<file path="src/source/fetch_pkg.sv">
//##########################################################################
// Fetch frontend package
// Widths, types and constants shared by the two-wide fetch stages
//##########################################################################
package fetch_pkg;

   localparam int ADDR_W = 32;
   localparam int P_INSN_LEN = 2;
   localparam int PC_W = ADDR_W - P_INSN_LEN;
   localparam int INSN_W = 32;

   // Fetch window of two instructions
   localparam int FW = 2;
   localparam int P_FW = 1;

   // Target buffer geometry
   localparam int BTB_P_NUM = 4;
   localparam int BTB_TAG_W = PC_W - BTB_P_NUM;

   // Predictor record is {taken, counter}
   localparam int BPU_UPD_W = 3;
   localparam int BPU_TAKEN = BPU_UPD_W - 1;

   // Queue of eight entries, ready while six are free
   localparam int IQ_P_DEPTH = 3;
   localparam int IQ_READY_FREE = 6;

   localparam logic [ADDR_W-1:0] ERST_VECTOR = 32'h0000_0100;

   typedef logic [PC_W-1:0] pc_t;
   typedef logic [P_FW:0] cnt_t;
   typedef logic [INSN_W-1:0] insn_t;
   typedef logic [INSN_W*FW-1:0] window_t;
   typedef logic [BPU_UPD_W-1:0] bpu_upd_t;
   typedef logic [BPU_TAKEN-1:0] bpu_cnt_t;

   // Weakly not taken
   localparam bpu_cnt_t BPU_CNT_INIT = 2'd1;

endpackage
</file>
<file path="src/source/fetch_window_if.sv">
//##########################################################################
// Fetch window interface
// One fetch window passed from the PC stage to the align stage
//##########################################################################
`timescale 1ns/100ps

interface fetch_window_if;
   import fetch_pkg::*;

   // Slot PCs after re-alignment to the window base
   pc_t pc0;
   pc_t pc1;
   // Slots at or after the entry word
   logic [FW-1:0] aligned;
   logic valid;

   modport src
   (
      output pc0,
      output pc1,
      output aligned,
      output valid
   );

   modport dst
   (
      input pc0,
      input pc1,
      input aligned,
      input valid
   );

endinterface

</file>
<file path="src/source/frontend.sv">
//##########################################################################
// Fetch frontend top
// PC stage, predictor, align stage and queue between imem and decode
//##########################################################################
`timescale 1ns/100ps

module frontend
(
   input                                  clk,
   input                                  rst_n,
   input                                  flush,
   input  fetch_pkg::pc_t                 flush_tgt,
   output logic                           imem_en,
   output logic [fetch_pkg::ADDR_W-1:0]   imem_addr,
   input  fetch_pkg::window_t             imem_rdata,
   output logic [fetch_pkg::FW-1:0]       id_valid,
   input  fetch_pkg::cnt_t                id_pop_cnt,
   output fetch_pkg::insn_t               id_ins0,
   output fetch_pkg::insn_t               id_ins1,
   output fetch_pkg::pc_t                 id_pc0,
   output fetch_pkg::pc_t                 id_pc1,
   output fetch_pkg::bpu_upd_t            id_bpu_upd0,
   output fetch_pkg::bpu_upd_t            id_bpu_upd1,
   input                                  bpu_wb,
   input                                  bpu_wb_taken,
   input  fetch_pkg::pc_t                 bpu_wb_pc,
   input  fetch_pkg::pc_t                 bpu_wb_npc_act,
   input  fetch_pkg::bpu_upd_t            bpu_wb_upd
);
   import fetch_pkg::*;

   logic iq_ready;
   logic pred_taken;
   pc_t pred_tgt;
   pc_t lookup_pc0;
   pc_t lookup_pc1;
   bpu_upd_t upd0;
   bpu_upd_t upd1;
   cnt_t s1_push_cnt;
   cnt_t push_cnt;
   insn_t push_ins0;
   insn_t push_ins1;
   pc_t push_pc0;
   pc_t push_pc1;
   bpu_upd_t push_upd0;
   bpu_upd_t push_upd1;

   fetch_window_if u_win ();

   pc_gen u_pc_gen
   (
      .clk              (clk),
      .rst_n            (rst_n),
      .flush            (flush),
      .flush_tgt        (flush_tgt),
      .iq_ready         (iq_ready),
      .pred_taken       (pred_taken),
      .pred_tgt         (pred_tgt),
      .push_cnt         (s1_push_cnt),
      .imem_en          (imem_en),
      .imem_addr        (imem_addr),
      .lookup_pc0       (lookup_pc0),
      .lookup_pc1       (lookup_pc1),
      .win              (u_win.src)
   );

   // Lookup advances with the pipe
   branch_predictor u_bpu
   (
      .clk              (clk),
      .rst_n            (rst_n),
      .re               (iq_ready),
      .flush            (flush),
      .lookup_pc0       (lookup_pc0),
      .lookup_pc1       (lookup_pc1),
      .aligned_s1       (u_win.aligned),
      .pred_taken       (pred_taken),
      .pred_tgt         (pred_tgt),
      .upd0             (upd0),
      .upd1             (upd1),
      .bpu_wb           (bpu_wb),
      .bpu_wb_taken     (bpu_wb_taken),
      .bpu_wb_pc        (bpu_wb_pc),
      .bpu_wb_npc_act   (bpu_wb_npc_act),
      .bpu_wb_upd       (bpu_wb_upd)
   );

   fetch_align u_align
   (
      .clk              (clk),
      .rst_n            (rst_n),
      .flush            (flush),
      .iq_ready         (iq_ready),
      .win              (u_win.dst),
      .upd0             (upd0),
      .upd1             (upd1),
      .imem_rdata       (imem_rdata),
      .s1_push_cnt      (s1_push_cnt),
      .push_cnt         (push_cnt),
      .push_ins0        (push_ins0),
      .push_ins1        (push_ins1),
      .push_pc0         (push_pc0),
      .push_pc1         (push_pc1),
      .push_upd0        (push_upd0),
      .push_upd1        (push_upd1)
   );

   fetch_queue u_iq
   (
      .clk              (clk),
      .rst_n            (rst_n),
      .flush            (flush),
      .push_cnt         (push_cnt),
      .push_ins0        (push_ins0),
      .push_ins1        (push_ins1),
      .push_pc0         (push_pc0),
      .push_pc1         (push_pc1),
      .push_upd0        (push_upd0),
      .push_upd1        (push_upd1),
      .id_pop_cnt       (id_pop_cnt),
      .iq_ready         (iq_ready),
      .id_valid         (id_valid),
      .id_ins0          (id_ins0),
      .id_ins1          (id_ins1),
      .id_pc0           (id_pc0),
      .id_pc1           (id_pc1),
      .id_bpu_upd0      (id_bpu_upd0),
      .id_bpu_upd1      (id_bpu_upd1)
   );

endmodule

</file>
<file path="src/source/fetch_queue.sv">
//##########################################################################
// Fetch queue
// Circular instruction buffer with two-wide push and two-wide pop
//##########################################################################
`timescale 1ns/100ps

module fetch_queue
(
   input                                  clk,
   input                                  rst_n,
   input                                  flush,
   input  fetch_pkg::cnt_t                push_cnt,
   input  fetch_pkg::insn_t               push_ins0,
   input  fetch_pkg::insn_t               push_ins1,
   input  fetch_pkg::pc_t                 push_pc0,
   input  fetch_pkg::pc_t                 push_pc1,
   input  fetch_pkg::bpu_upd_t            push_upd0,
   input  fetch_pkg::bpu_upd_t            push_upd1,
   input  fetch_pkg::cnt_t                id_pop_cnt,
   output logic                           iq_ready,
   output logic [fetch_pkg::FW-1:0]       id_valid,
   output fetch_pkg::insn_t               id_ins0,
   output fetch_pkg::insn_t               id_ins1,
   output fetch_pkg::pc_t                 id_pc0,
   output fetch_pkg::pc_t                 id_pc1,
   output fetch_pkg::bpu_upd_t            id_bpu_upd0,
   output fetch_pkg::bpu_upd_t            id_bpu_upd1
);
   import fetch_pkg::*;

   insn_t ins_mem [1<<IQ_P_DEPTH];
   pc_t pc_mem [1<<IQ_P_DEPTH];
   bpu_upd_t upd_mem [1<<IQ_P_DEPTH];

   logic [IQ_P_DEPTH-1:0] wptr;
   logic [IQ_P_DEPTH-1:0] wptr_1;
   logic [IQ_P_DEPTH-1:0] rptr;
   logic [IQ_P_DEPTH-1:0] rptr_1;
   logic [IQ_P_DEPTH:0] count;
   logic [IQ_P_DEPTH:0] count_nxt;

   assign wptr_1 = wptr + 1'b1;
   assign rptr_1 = rptr + 1'b1;
   assign count_nxt = count + {{(IQ_P_DEPTH-P_FW){1'b0}}, push_cnt}
                            - {{(IQ_P_DEPTH-P_FW){1'b0}}, id_pop_cnt};

   always_ff @(posedge clk or negedge rst_n)
   begin
      if (!rst_n)
      begin
         wptr <= '0;
         rptr <= '0;
         count <= '0;
         iq_ready <= 1'b0;
      end
      else if (flush)
      begin
         wptr <= '0;
         rptr <= '0;
         count <= '0;
         iq_ready <= 1'b1;
      end
      else
      begin
         wptr <= wptr + {{(IQ_P_DEPTH-P_FW-1){1'b0}}, push_cnt};
         rptr <= rptr + {{(IQ_P_DEPTH-P_FW-1){1'b0}}, id_pop_cnt};
         count <= count_nxt;
         // Room for two windows in flight plus the landing push
         iq_ready <= (int'(count_nxt) <= (1 << IQ_P_DEPTH) - IQ_READY_FREE);
      end
   end

   always_ff @(posedge clk)
   begin
      if (push_cnt >= cnt_t'(1))
      begin
         ins_mem[wptr] <= push_ins0;
         pc_mem[wptr] <= push_pc0;
         upd_mem[wptr] <= push_upd0;
      end
      if (push_cnt == cnt_t'(FW))
      begin
         ins_mem[wptr_1] <= push_ins1;
         pc_mem[wptr_1] <= push_pc1;
         upd_mem[wptr_1] <= push_upd1;
      end
   end

   // Occupied lanes are contiguous from lane 0
   always_comb
   begin
      for (int i = 0; i < FW; i++)
         id_valid[i] = (int'(count) > i);
   end

   assign id_ins0 = ins_mem[rptr];
   assign id_ins1 = ins_mem[rptr_1];
   assign id_pc0 = pc_mem[rptr];
   assign id_pc1 = pc_mem[rptr_1];
   assign id_bpu_upd0 = upd_mem[rptr];
   assign id_bpu_upd1 = upd_mem[rptr_1];

endmodule

</file>
<file path="src/source/fetch_align.sv">
//##########################################################################
// Fetch align stage
// Taken mask, push count and the stage-2 register in front of the queue
//##########################################################################
`timescale 1ns/100ps

module fetch_align
(
   input                                  clk,
   input                                  rst_n,
   input                                  flush,
   input                                  iq_ready,
   fetch_window_if.dst                    win,
   input  fetch_pkg::bpu_upd_t            upd0,
   input  fetch_pkg::bpu_upd_t            upd1,
   input  fetch_pkg::window_t             imem_rdata,
   output fetch_pkg::cnt_t                s1_push_cnt,
   output fetch_pkg::cnt_t                push_cnt,
   output fetch_pkg::insn_t               push_ins0,
   output fetch_pkg::insn_t               push_ins1,
   output fetch_pkg::pc_t                 push_pc0,
   output fetch_pkg::pc_t                 push_pc1,
   output fetch_pkg::bpu_upd_t            push_upd0,
   output fetch_pkg::bpu_upd_t            push_upd1
);
   import fetch_pkg::*;

   logic [FW-1:0] valid_msk;
   logic [FW-1:0] push_msk;
   logic first_slot;
   cnt_t push_cnt_q;

   // Slot 1 is dropped behind a taken slot 0
   assign valid_msk = {~upd0[BPU_TAKEN], 1'b1};
   assign push_msk = win.aligned & valid_msk & {FW{win.valid}};
   assign s1_push_cnt = cnt_t'(push_msk[0]) + cnt_t'(push_msk[1]);

   // Odd entry word, so slot 1 goes to lane 0
   assign first_slot = ~win.aligned[0];

   always_ff @(posedge clk or negedge rst_n)
   begin
      if (!rst_n)
         push_cnt_q <= '0;
      else if (iq_ready | flush)
         push_cnt_q <= flush ? '0 : s1_push_cnt;
   end

   always_ff @(posedge clk)
   begin
      if (iq_ready)
      begin
         push_ins0 <= first_slot ? imem_rdata[INSN_W +: INSN_W] : imem_rdata[0 +: INSN_W];
         push_ins1 <= imem_rdata[INSN_W +: INSN_W];
         push_pc0 <= first_slot ? win.pc1 : win.pc0;
         push_pc1 <= win.pc1;
         push_upd0 <= first_slot ? upd1 : upd0;
         push_upd1 <= upd1;
      end
   end

   // Held window is pushed only when the pipe advances
   assign push_cnt = push_cnt_q & {(P_FW+1){iq_ready}};

endmodule

</file>
<file path="src/source/branch_predictor.sv">
//##########################################################################
// Branch predictor
// Direct-mapped target buffer with 2-bit counters, trained at writeback
//##########################################################################
`timescale 1ns/100ps

module branch_predictor
(
   input                                  clk,
   input                                  rst_n,
   input                                  re,
   input                                  flush,
   input  fetch_pkg::pc_t                 lookup_pc0,
   input  fetch_pkg::pc_t                 lookup_pc1,
   input  [fetch_pkg::FW-1:0]             aligned_s1,
   output logic                           pred_taken,
   output fetch_pkg::pc_t                 pred_tgt,
   output fetch_pkg::bpu_upd_t            upd0,
   output fetch_pkg::bpu_upd_t            upd1,
   input                                  bpu_wb,
   input                                  bpu_wb_taken,
   input  fetch_pkg::pc_t                 bpu_wb_pc,
   input  fetch_pkg::pc_t                 bpu_wb_npc_act,
   input  fetch_pkg::bpu_upd_t            bpu_wb_upd
);
   import fetch_pkg::*;

   logic [BTB_TAG_W-1:0] tag_mem [1<<BTB_P_NUM];
   pc_t tgt_mem [1<<BTB_P_NUM];
   bpu_cnt_t cnt_mem [1<<BTB_P_NUM];
   logic [(1<<BTB_P_NUM)-1:0] vld_mem;

   pc_t lookup_pc [FW];
   logic [BTB_P_NUM-1:0] lk_idx [FW];
   logic [FW-1:0] hit_nxt;
   logic [FW-1:0] hit_q;
   bpu_cnt_t cnt_q [FW];
   pc_t tgt_q [FW];
   logic [FW-1:0] taken;

   logic [BTB_P_NUM-1:0] wb_idx;
   bpu_cnt_t wb_cnt;
   bpu_cnt_t cnt_nxt;

   assign lookup_pc[0] = lookup_pc0;
   assign lookup_pc[1] = lookup_pc1;

   always_comb
   begin
      for (int i = 0; i < FW; i++)
      begin
         lk_idx[i] = lookup_pc[i][BTB_P_NUM-1:0];
         hit_nxt[i] = vld_mem[lk_idx[i]] &&
                      (tag_mem[lk_idx[i]] == lookup_pc[i][PC_W-1:BTB_P_NUM]);
      end
   end

   // Lookup registered together with stage 1
   always_ff @(posedge clk or negedge rst_n)
   begin
      if (!rst_n)
         hit_q <= '0;
      else if (re | flush)
         hit_q <= hit_nxt & {FW{~flush}};
   end

   always_ff @(posedge clk)
   begin
      if (re)
      begin
         for (int i = 0; i < FW; i++)
         begin
            tgt_q[i] <= tgt_mem[lk_idx[i]];
            // A miss reports the initial counter so training starts clean
            cnt_q[i] <= hit_nxt[i] ? cnt_mem[lk_idx[i]] : BPU_CNT_INIT;
         end
      end
   end

   always_comb
   begin
      for (int i = 0; i < FW; i++)
         taken[i] = hit_q[i] & aligned_s1[i] & cnt_q[i][BPU_TAKEN-1];
   end

   // Lowest taken slot wins
   assign pred_taken = |taken;
   assign pred_tgt = taken[0] ? tgt_q[0] : tgt_q[1];
   assign upd0 = {taken[0], cnt_q[0]};
   assign upd1 = {taken[1], cnt_q[1]};

   assign wb_idx = bpu_wb_pc[BTB_P_NUM-1:0];
   assign wb_cnt = bpu_wb_upd[BPU_TAKEN-1:0];

   // Saturating counter update
   always_comb
   begin
      if (bpu_wb_taken)
         cnt_nxt = (&wb_cnt) ? wb_cnt : wb_cnt + 1'b1;
      else
         cnt_nxt = (~|wb_cnt) ? wb_cnt : wb_cnt - 1'b1;
   end

   always_ff @(posedge clk or negedge rst_n)
   begin
      if (!rst_n)
      begin
         vld_mem <= '0;
         for (int i = 0; i < (1<<BTB_P_NUM); i++)
            cnt_mem[i] <= BPU_CNT_INIT;
      end
      else if (bpu_wb)
      begin
         vld_mem[wb_idx] <= 1'b1;
         cnt_mem[wb_idx] <= cnt_nxt;
      end
   end

   always_ff @(posedge clk)
   begin
      if (bpu_wb)
      begin
         tag_mem[wb_idx] <= bpu_wb_pc[PC_W-1:BTB_P_NUM];
         tgt_mem[wb_idx] <= bpu_wb_npc_act;
      end
   end

endmodule

</file>
<file path="src/source/pc_gen.sv">
//##########################################################################
// PC generator
// Next-PC select, PC register, window alignment and stage-1 registers
//##########################################################################
`timescale 1ns/100ps

module pc_gen
(
   input                                  clk,
   input                                  rst_n,
   input                                  flush,
   input  fetch_pkg::pc_t                 flush_tgt,
   input                                  iq_ready,
   input                                  pred_taken,
   input  fetch_pkg::pc_t                 pred_tgt,
   input  fetch_pkg::cnt_t                push_cnt,
   output logic                           imem_en,
   output logic [fetch_pkg::ADDR_W-1:0]   imem_addr,
   output fetch_pkg::pc_t                 lookup_pc0,
   output fetch_pkg::pc_t                 lookup_pc1,
   fetch_window_if.src                    win
);
   import fetch_pkg::*;

   logic p_ce;
   pc_t pc;
   pc_t pc_nxt;
   pc_t base;
   logic [P_FW-1:0] offset;
   logic [FW-1:0] aligned_nxt;

   assign p_ce = iq_ready;

   always_comb
   begin
      if (flush)
         pc_nxt = flush_tgt;
      else if (!p_ce)
         pc_nxt = pc;
      else if (pred_taken)
         pc_nxt = pred_tgt;
      else
         pc_nxt = pc + pc_t'(push_cnt);
   end

   // Word offset of the entry point inside the window
   assign offset = pc_nxt[P_FW-1:0];
   assign base = pc_nxt - pc_t'(offset);

   always_comb
   begin
      for (int i = 0; i < FW; i++)
         aligned_nxt[i] = (int'(offset) <= i);
   end

   assign lookup_pc0 = base;
   assign lookup_pc1 = base + pc_t'(1);

   assign imem_en = p_ce;
   assign imem_addr = {base, {P_INSN_LEN{1'b0}}};

   always_ff @(posedge clk or negedge rst_n)
   begin
      if (!rst_n)
         pc <= ERST_VECTOR[ADDR_W-1:P_INSN_LEN];
      else
         pc <= pc_nxt;
   end

   // Stage-1 control, the old window dies on flush
   always_ff @(posedge clk or negedge rst_n)
   begin
      if (!rst_n)
      begin
         win.aligned <= '0;
         win.valid <= 1'b0;
      end
      else if (p_ce | flush)
      begin
         win.aligned <= flush ? '0 : aligned_nxt;
         win.valid <= ~flush;
      end
   end

   always_ff @(posedge clk)
   begin
      if (p_ce)
      begin
         win.pc0 <= lookup_pc0;
         win.pc1 <= lookup_pc1;
      end
   end

endmodule

</file>
<file path="config.mk">
export PLATFORM = sky130hd
export DESIGN_NAME = frontend
export DESIGN_NICKNAME = d
export VERILOG_FILES = /design/src/source/fetch_pkg.sv /design/src/source/fetch_window_if.sv /design/src/source/frontend.sv /design/src/source/fetch_queue.sv /design/src/source/fetch_align.sv /design/src/source/branch_predictor.sv /design/src/source/pc_gen.sv
export SDC_FILE = /design/constraint.sdc
export NUM_CORES = 2
export LEC_CHECK = 0
export BUFFER_PORTS_ARGS = -buffer_cell sky130_fd_sc_hd__buf_4
export CORE_ASPECT_RATIO = 1.25
export CORE_UTILIZATION = 40
export DETAILED_ROUTE_END_ITERATION = 8
export GPL_ROUTABILITY_DRIVEN = 0
export PLACE_DENSITY = 0.65
export SYNTH_ARGS = -nofsm -noshare
export SYNTH_HDL_FRONTEND = slang
export SYNTH_SLANG_ARGS = --single-unit
</file>
<file path="constraint.sdc">
create_clock -name clk -period 16.05 [get_ports clk]
set_clock_uncertainty 0.2 [all_clocks]
set_input_delay 2.4075 -clock clk [delete_from_list [all_inputs] [get_ports clk]]
set_output_delay 2.4075 -clock clk [all_outputs]
set_load 0.03 [all_outputs]
</file>
==> results.txt <==
* Unrepaired setup endpoints after global routing: false
- The final count of hold timing violations was 0.
* Commonest cells after routing, fill and taps aside: 1609 x sky130_fd_sc_hd__edfxtp_1, 731 x sky130_fd_sc_hd__nand2_1, 486 x sky130_fd_sc_hd__mux2_2, 442 x sky130_fd_sc_hd__nand3_1, 436 x sky130_fd_sc_hd__buf_4
- Number of buffers inserted by port buffering: 324
- Transition at the pin with the smallest max-transition slack: 1.324 ns
- Cells after Synth: 5477
- Of the synthesized area, sequential elements account for 63.66%.
* Share of cells above drive strength 1: 26.20%
* Core Box Area: 197200 µm²
- Crit. End Element: output port
- Vias per Instance: 6.120
* Number of H-tree branching levels: 4
* Max Transition Viols Final: 0
- Worst voltage drop across the vdd grid: 0.1252 mV
- The library cell used most frequently in the layout, excluding fill and tap cells, is sky130_fd_sc_hd__edfxtp_1.
* Leading post-synthesis cells by cell area: sky130_fd_sc_hd__edfxtp_1 61%, sky130_fd_sc_hd__mux4_2 7.4%, sky130_fd_sc_hd__mux2_2 6.9%
- The number of antenna violations at the first check in global routing came to 19.
* Starting DRT DRC Count: 5732
- Data arrival, critical path: 6.85 ns
- Clock tree synthesis found a total of 1704 sinks.
* Longest Clk Path Bufs: 3
* TritonCTS Buffers: 175
- GRT Total Usage: 23.22%
- The clock reaches the later pin of the worst-skew pair after 0.86 ns.
- For this run, the post-layout net count is 5884.
- For this design the ratio of total power to cell area is 158.5 nW/µm².
* Fin crit period: 9.460 ns
* Kind of critical path: flip-flop to output port
* Number of top-level pins: 329
* Setup TNS Final: 0 ns
* Die W: 401.2 µm
- Global routing finished with a remaining overflow of 0.
- Min-Delay Path Class: flip-flop to flip-flop
- Die footprint: 201000 µm²
* Setup Buffers After CTS: 0
- The final critical path takes up 58.94% of the cycle.
- In this run, synthesis inferred 1609 flip-flops with an integrated enable.
- Area share of the largest cell type after synthesis: 60.65%
* Pin count of the biggest net entering global routing: 151
- Across the run, the number of max-cap violations was 0.
- The run finished with clean final reports.
- Asr flop ratio synth: 5.575%
* Instance area after placement: 84910 µm²
- Post-CTS repair changed the size of 0 cells.
* Via count of the first global-routing pass: 50800
- The synthesized netlist occupies a cell area of 79670 µm².
- The number of different library cells used by synthesis comes to 101.
* Detailed-placement wirelength estimate: 138.7 mm
- Setup violations remaining at the end of the flow were counted as 0.
- STA puts the critical path data required time at 13.44 ns.
- Max-slew headroom at the worst pin: 10.78%
- TritonCTS clock tree: yes
* Detail Route Antenna Nets: 0
* Number of synthesis warnings: 0
* Average footprint of a synthesized cell: 14.55 µm²
- The largest total area in the synthesized netlist belongs to sky130_fd_sc_hd__edfxtp_1.
- The first TritonRoute pass finished after 6 iterations.
* Area growth from synthesis to layout: 13.44%
- For this configuration, the core starts out at a cell density of 40.40%.
- Buffers inserted to repair hold after CTS numbered 0.
- Seq cells post-synth: 1704
- Rows: 182
- Total via count in the routed design: 51560
* Aggregate routed wire length: 238.8 mm
- The analysis attributes to cell leakage a power of 30.86 nW.
- With fillers left out, the area of the finished cells amounts to 90380 µm².
- Top_reg_cell synth: sky130_fd_sc_hd__edfxtp_1
- For this run, design rule violations remaining after detail routing come to 0.
* Die Y-Extent: 501.0 µm
* Routed length per instance: 28.34 µm
- The cell sitting at the root of the clock tree is a sky130_fd_sc_hd__clkbuf_16.
* Wire length of the first global-routing pass: 344.2 mm
- Of all nets on the critical path, the largest fanout is 72.
- Highest Clock Rate: 0.1057 GHz
- Clk pin slew, worst setup/hold paths: 0.06 ns
- Element type at the critical path start: flip-flop
-- synthesized netlist by cell type (14+ instances only) --
master / instances
sky130_fd_sc_hd__buf_2: 82
sky130_fd_sc_hd__a211oi_1: 58
sky130_fd_sc_hd__a31oi_1: 28
sky130_fd_sc_hd__a21oi_1: 65
sky130_fd_sc_hd__o211ai_1: 33
sky130_fd_sc_hd__a211o_1: 14
sky130_fd_sc_hd__xor2_1: 21
sky130_fd_sc_hd__mux2i_1: 308
sky130_fd_sc_hd__a21o_1: 21
sky130_fd_sc_hd__or3_1: 20
sky130_fd_sc_hd__nor3_1: 38
sky130_fd_sc_hd__inv_1: 59
sky130_fd_sc_hd__and2_1: 45
sky130_fd_sc_hd__o21ai_0: 56
sky130_fd_sc_hd__dfstp_2: 17
sky130_fd_sc_hd__nand3_1: 442
sky130_fd_sc_hd__nand2b_1: 21
sky130_fd_sc_hd__mux4_2: 260
sky130_fd_sc_hd__xnor2_1: 31
sky130_fd_sc_hd__mux2_2: 486
sky130_fd_sc_hd__a221oi_1: 69
sky130_fd_sc_hd__and3_1: 35
sky130_fd_sc_hd__nand2_1: 733
sky130_fd_sc_hd__buf_1: 84
sky130_fd_sc_hd__o22ai_1: 126
sky130_fd_sc_hd__or2_2: 22
sky130_fd_sc_hd__nor2_1: 89
sky130_fd_sc_hd__nor4_1: 15
sky130_fd_sc_hd__dfrtp_1: 78
sky130_fd_sc_hd__clkbuf_1: 208
sky130_fd_sc_hd__nand4_1: 20
sky130_fd_sc_hd__edfxtp_1: 1609
sky130_fd_sc_hd__buf_4: 17
sky130_fd_sc_hd__o31ai_1: 14
-- per-layer routing --
layer	GRT usage [%]	part of all wire (%)
met5	0	0.030
met3	5.553	10
met1	30.83	39
met2	36.54	46
met4	9.519	4.0
-- registers in the layout, summed over array words and instances, names as in the netlist, 4 cells and up --
register           count
u_bpu.tgt_mem        480
u_bpu.tag_mem        416
u_iq.ins_mem         256
u_iq.pc_mem          240
u_bpu.tgt_q           60
u_align.push_ins0     32
u_align.push_ins1     32
u_bpu.cnt_mem         32
u_pc_gen.pc           30
u_align.push_pc1      29
u_pc_gen.win.pc1      29
u_iq.upd_mem          24
u_bpu.vld_mem         16
u_bpu.cnt_q            4
u_iq.count             4
-- cell type report --
| cell class | instances | area (µm²) |
|---|---|---|
| diodes | 9 | 22.52 |
| clock buffers | 224 | 4563 |
| clock inverters | 91 | 877.1 |
| fillers | 17130 | 106800 |
| inverters | 62 | 259.0 |
| multi-input cells | 3319 | 27350 |
| flip-flops and latches | 1704 | 50730 |
| well taps | 2576 | 3223 |
| repair buffers | 440 | 3344 |
-- path summary, 6_finish.rpt --
check                                    start                  end  slack [ns]  depth (start not counted)
max in group asynchronous                rst_n        u_iq.iq_ready       12.94                          2
hold reg to reg            u_pc_gen.win.pc1[8]  u_align.push_pc1[8]        0.21                          0
setup reg to reg             u_bpu.cnt_q[0][1]    u_bpu.cnt_q[0][0]        6.96                         19
hold / removal             u_pc_gen.win.pc1[8]  u_align.push_pc1[8]        0.21                          0
min in group asynchronous                rst_n    u_bpu.cnt_mem[31]        1.39                          1
setup / recovery             u_bpu.cnt_q[0][1]         imem_addr[4]        6.59                         13
-- through the flow --
step                      instances  setup WS (ns)  hold slack (ns)  utilization (%)  power, mW
after floorplan                5479          4.258           0.2003                -      8.855
after CTS                      8416          6.619           0.1994            45.82      14.34
after global placement         8101          7.262           0.2043            43.06      10.37
final                          8425          6.590           0.2065            45.83      14.32
after global routing           8418          6.381           0.2163            45.82      14.86
after detailed placement       8101          7.229           0.2045            43.06      10.45
-- power by group --
part / internal [mW] / switching (mW) / total [mW] / leakage [nW]
combinational: 1.62 / 2.80 / 4.43 / 12.5
clock: 2.13 / 1.77 / 3.90 / 2.61
sequential: 5.55 / 0.446 / 6.00 / 15.8
-- logic make-up (layout without fill, tap and decap cells) --
group | Yosys count | after routing | share of synthesized area [%]
fa+ha+maj | 20 | 20 | 0.3550
other cells | 1 | 12 | 0.004707
compound gates | 641 | 641 | 5.937
flops | 1704 | 1704 | 63.66
mux | 1054 | 1054 | 18.09
xor+xnor | 52 | 52 | 0.5717
simple gates | 1549 | 1549 | 8.998
buf+inv | 456 | 817 | 2.386
-- critical path: stages (launching register included) --
cell	delay [ns]
sky130_fd_sc_hd__edfxtp_1	0.53
sky130_fd_sc_hd__nand3_2	0.83
sky130_fd_sc_hd__and2_1	0.49
sky130_fd_sc_hd__ha_1	0.32
sky130_fd_sc_hd__ha_1	0.20
sky130_fd_sc_hd__inv_1	0.07
sky130_fd_sc_hd__fa_1	0.52
sky130_fd_sc_hd__a311oi_1	0.41
sky130_fd_sc_hd__o311ai_2	0.23
sky130_fd_sc_hd__and3_4	0.27
sky130_fd_sc_hd__inv_8	0.39
sky130_fd_sc_hd__buf_4	0.67
sky130_fd_sc_hd__buf_4	0.59
sky130_fd_sc_hd__buf_4	0.27
No activity file was read; power rests on OpenSTA's default activity.
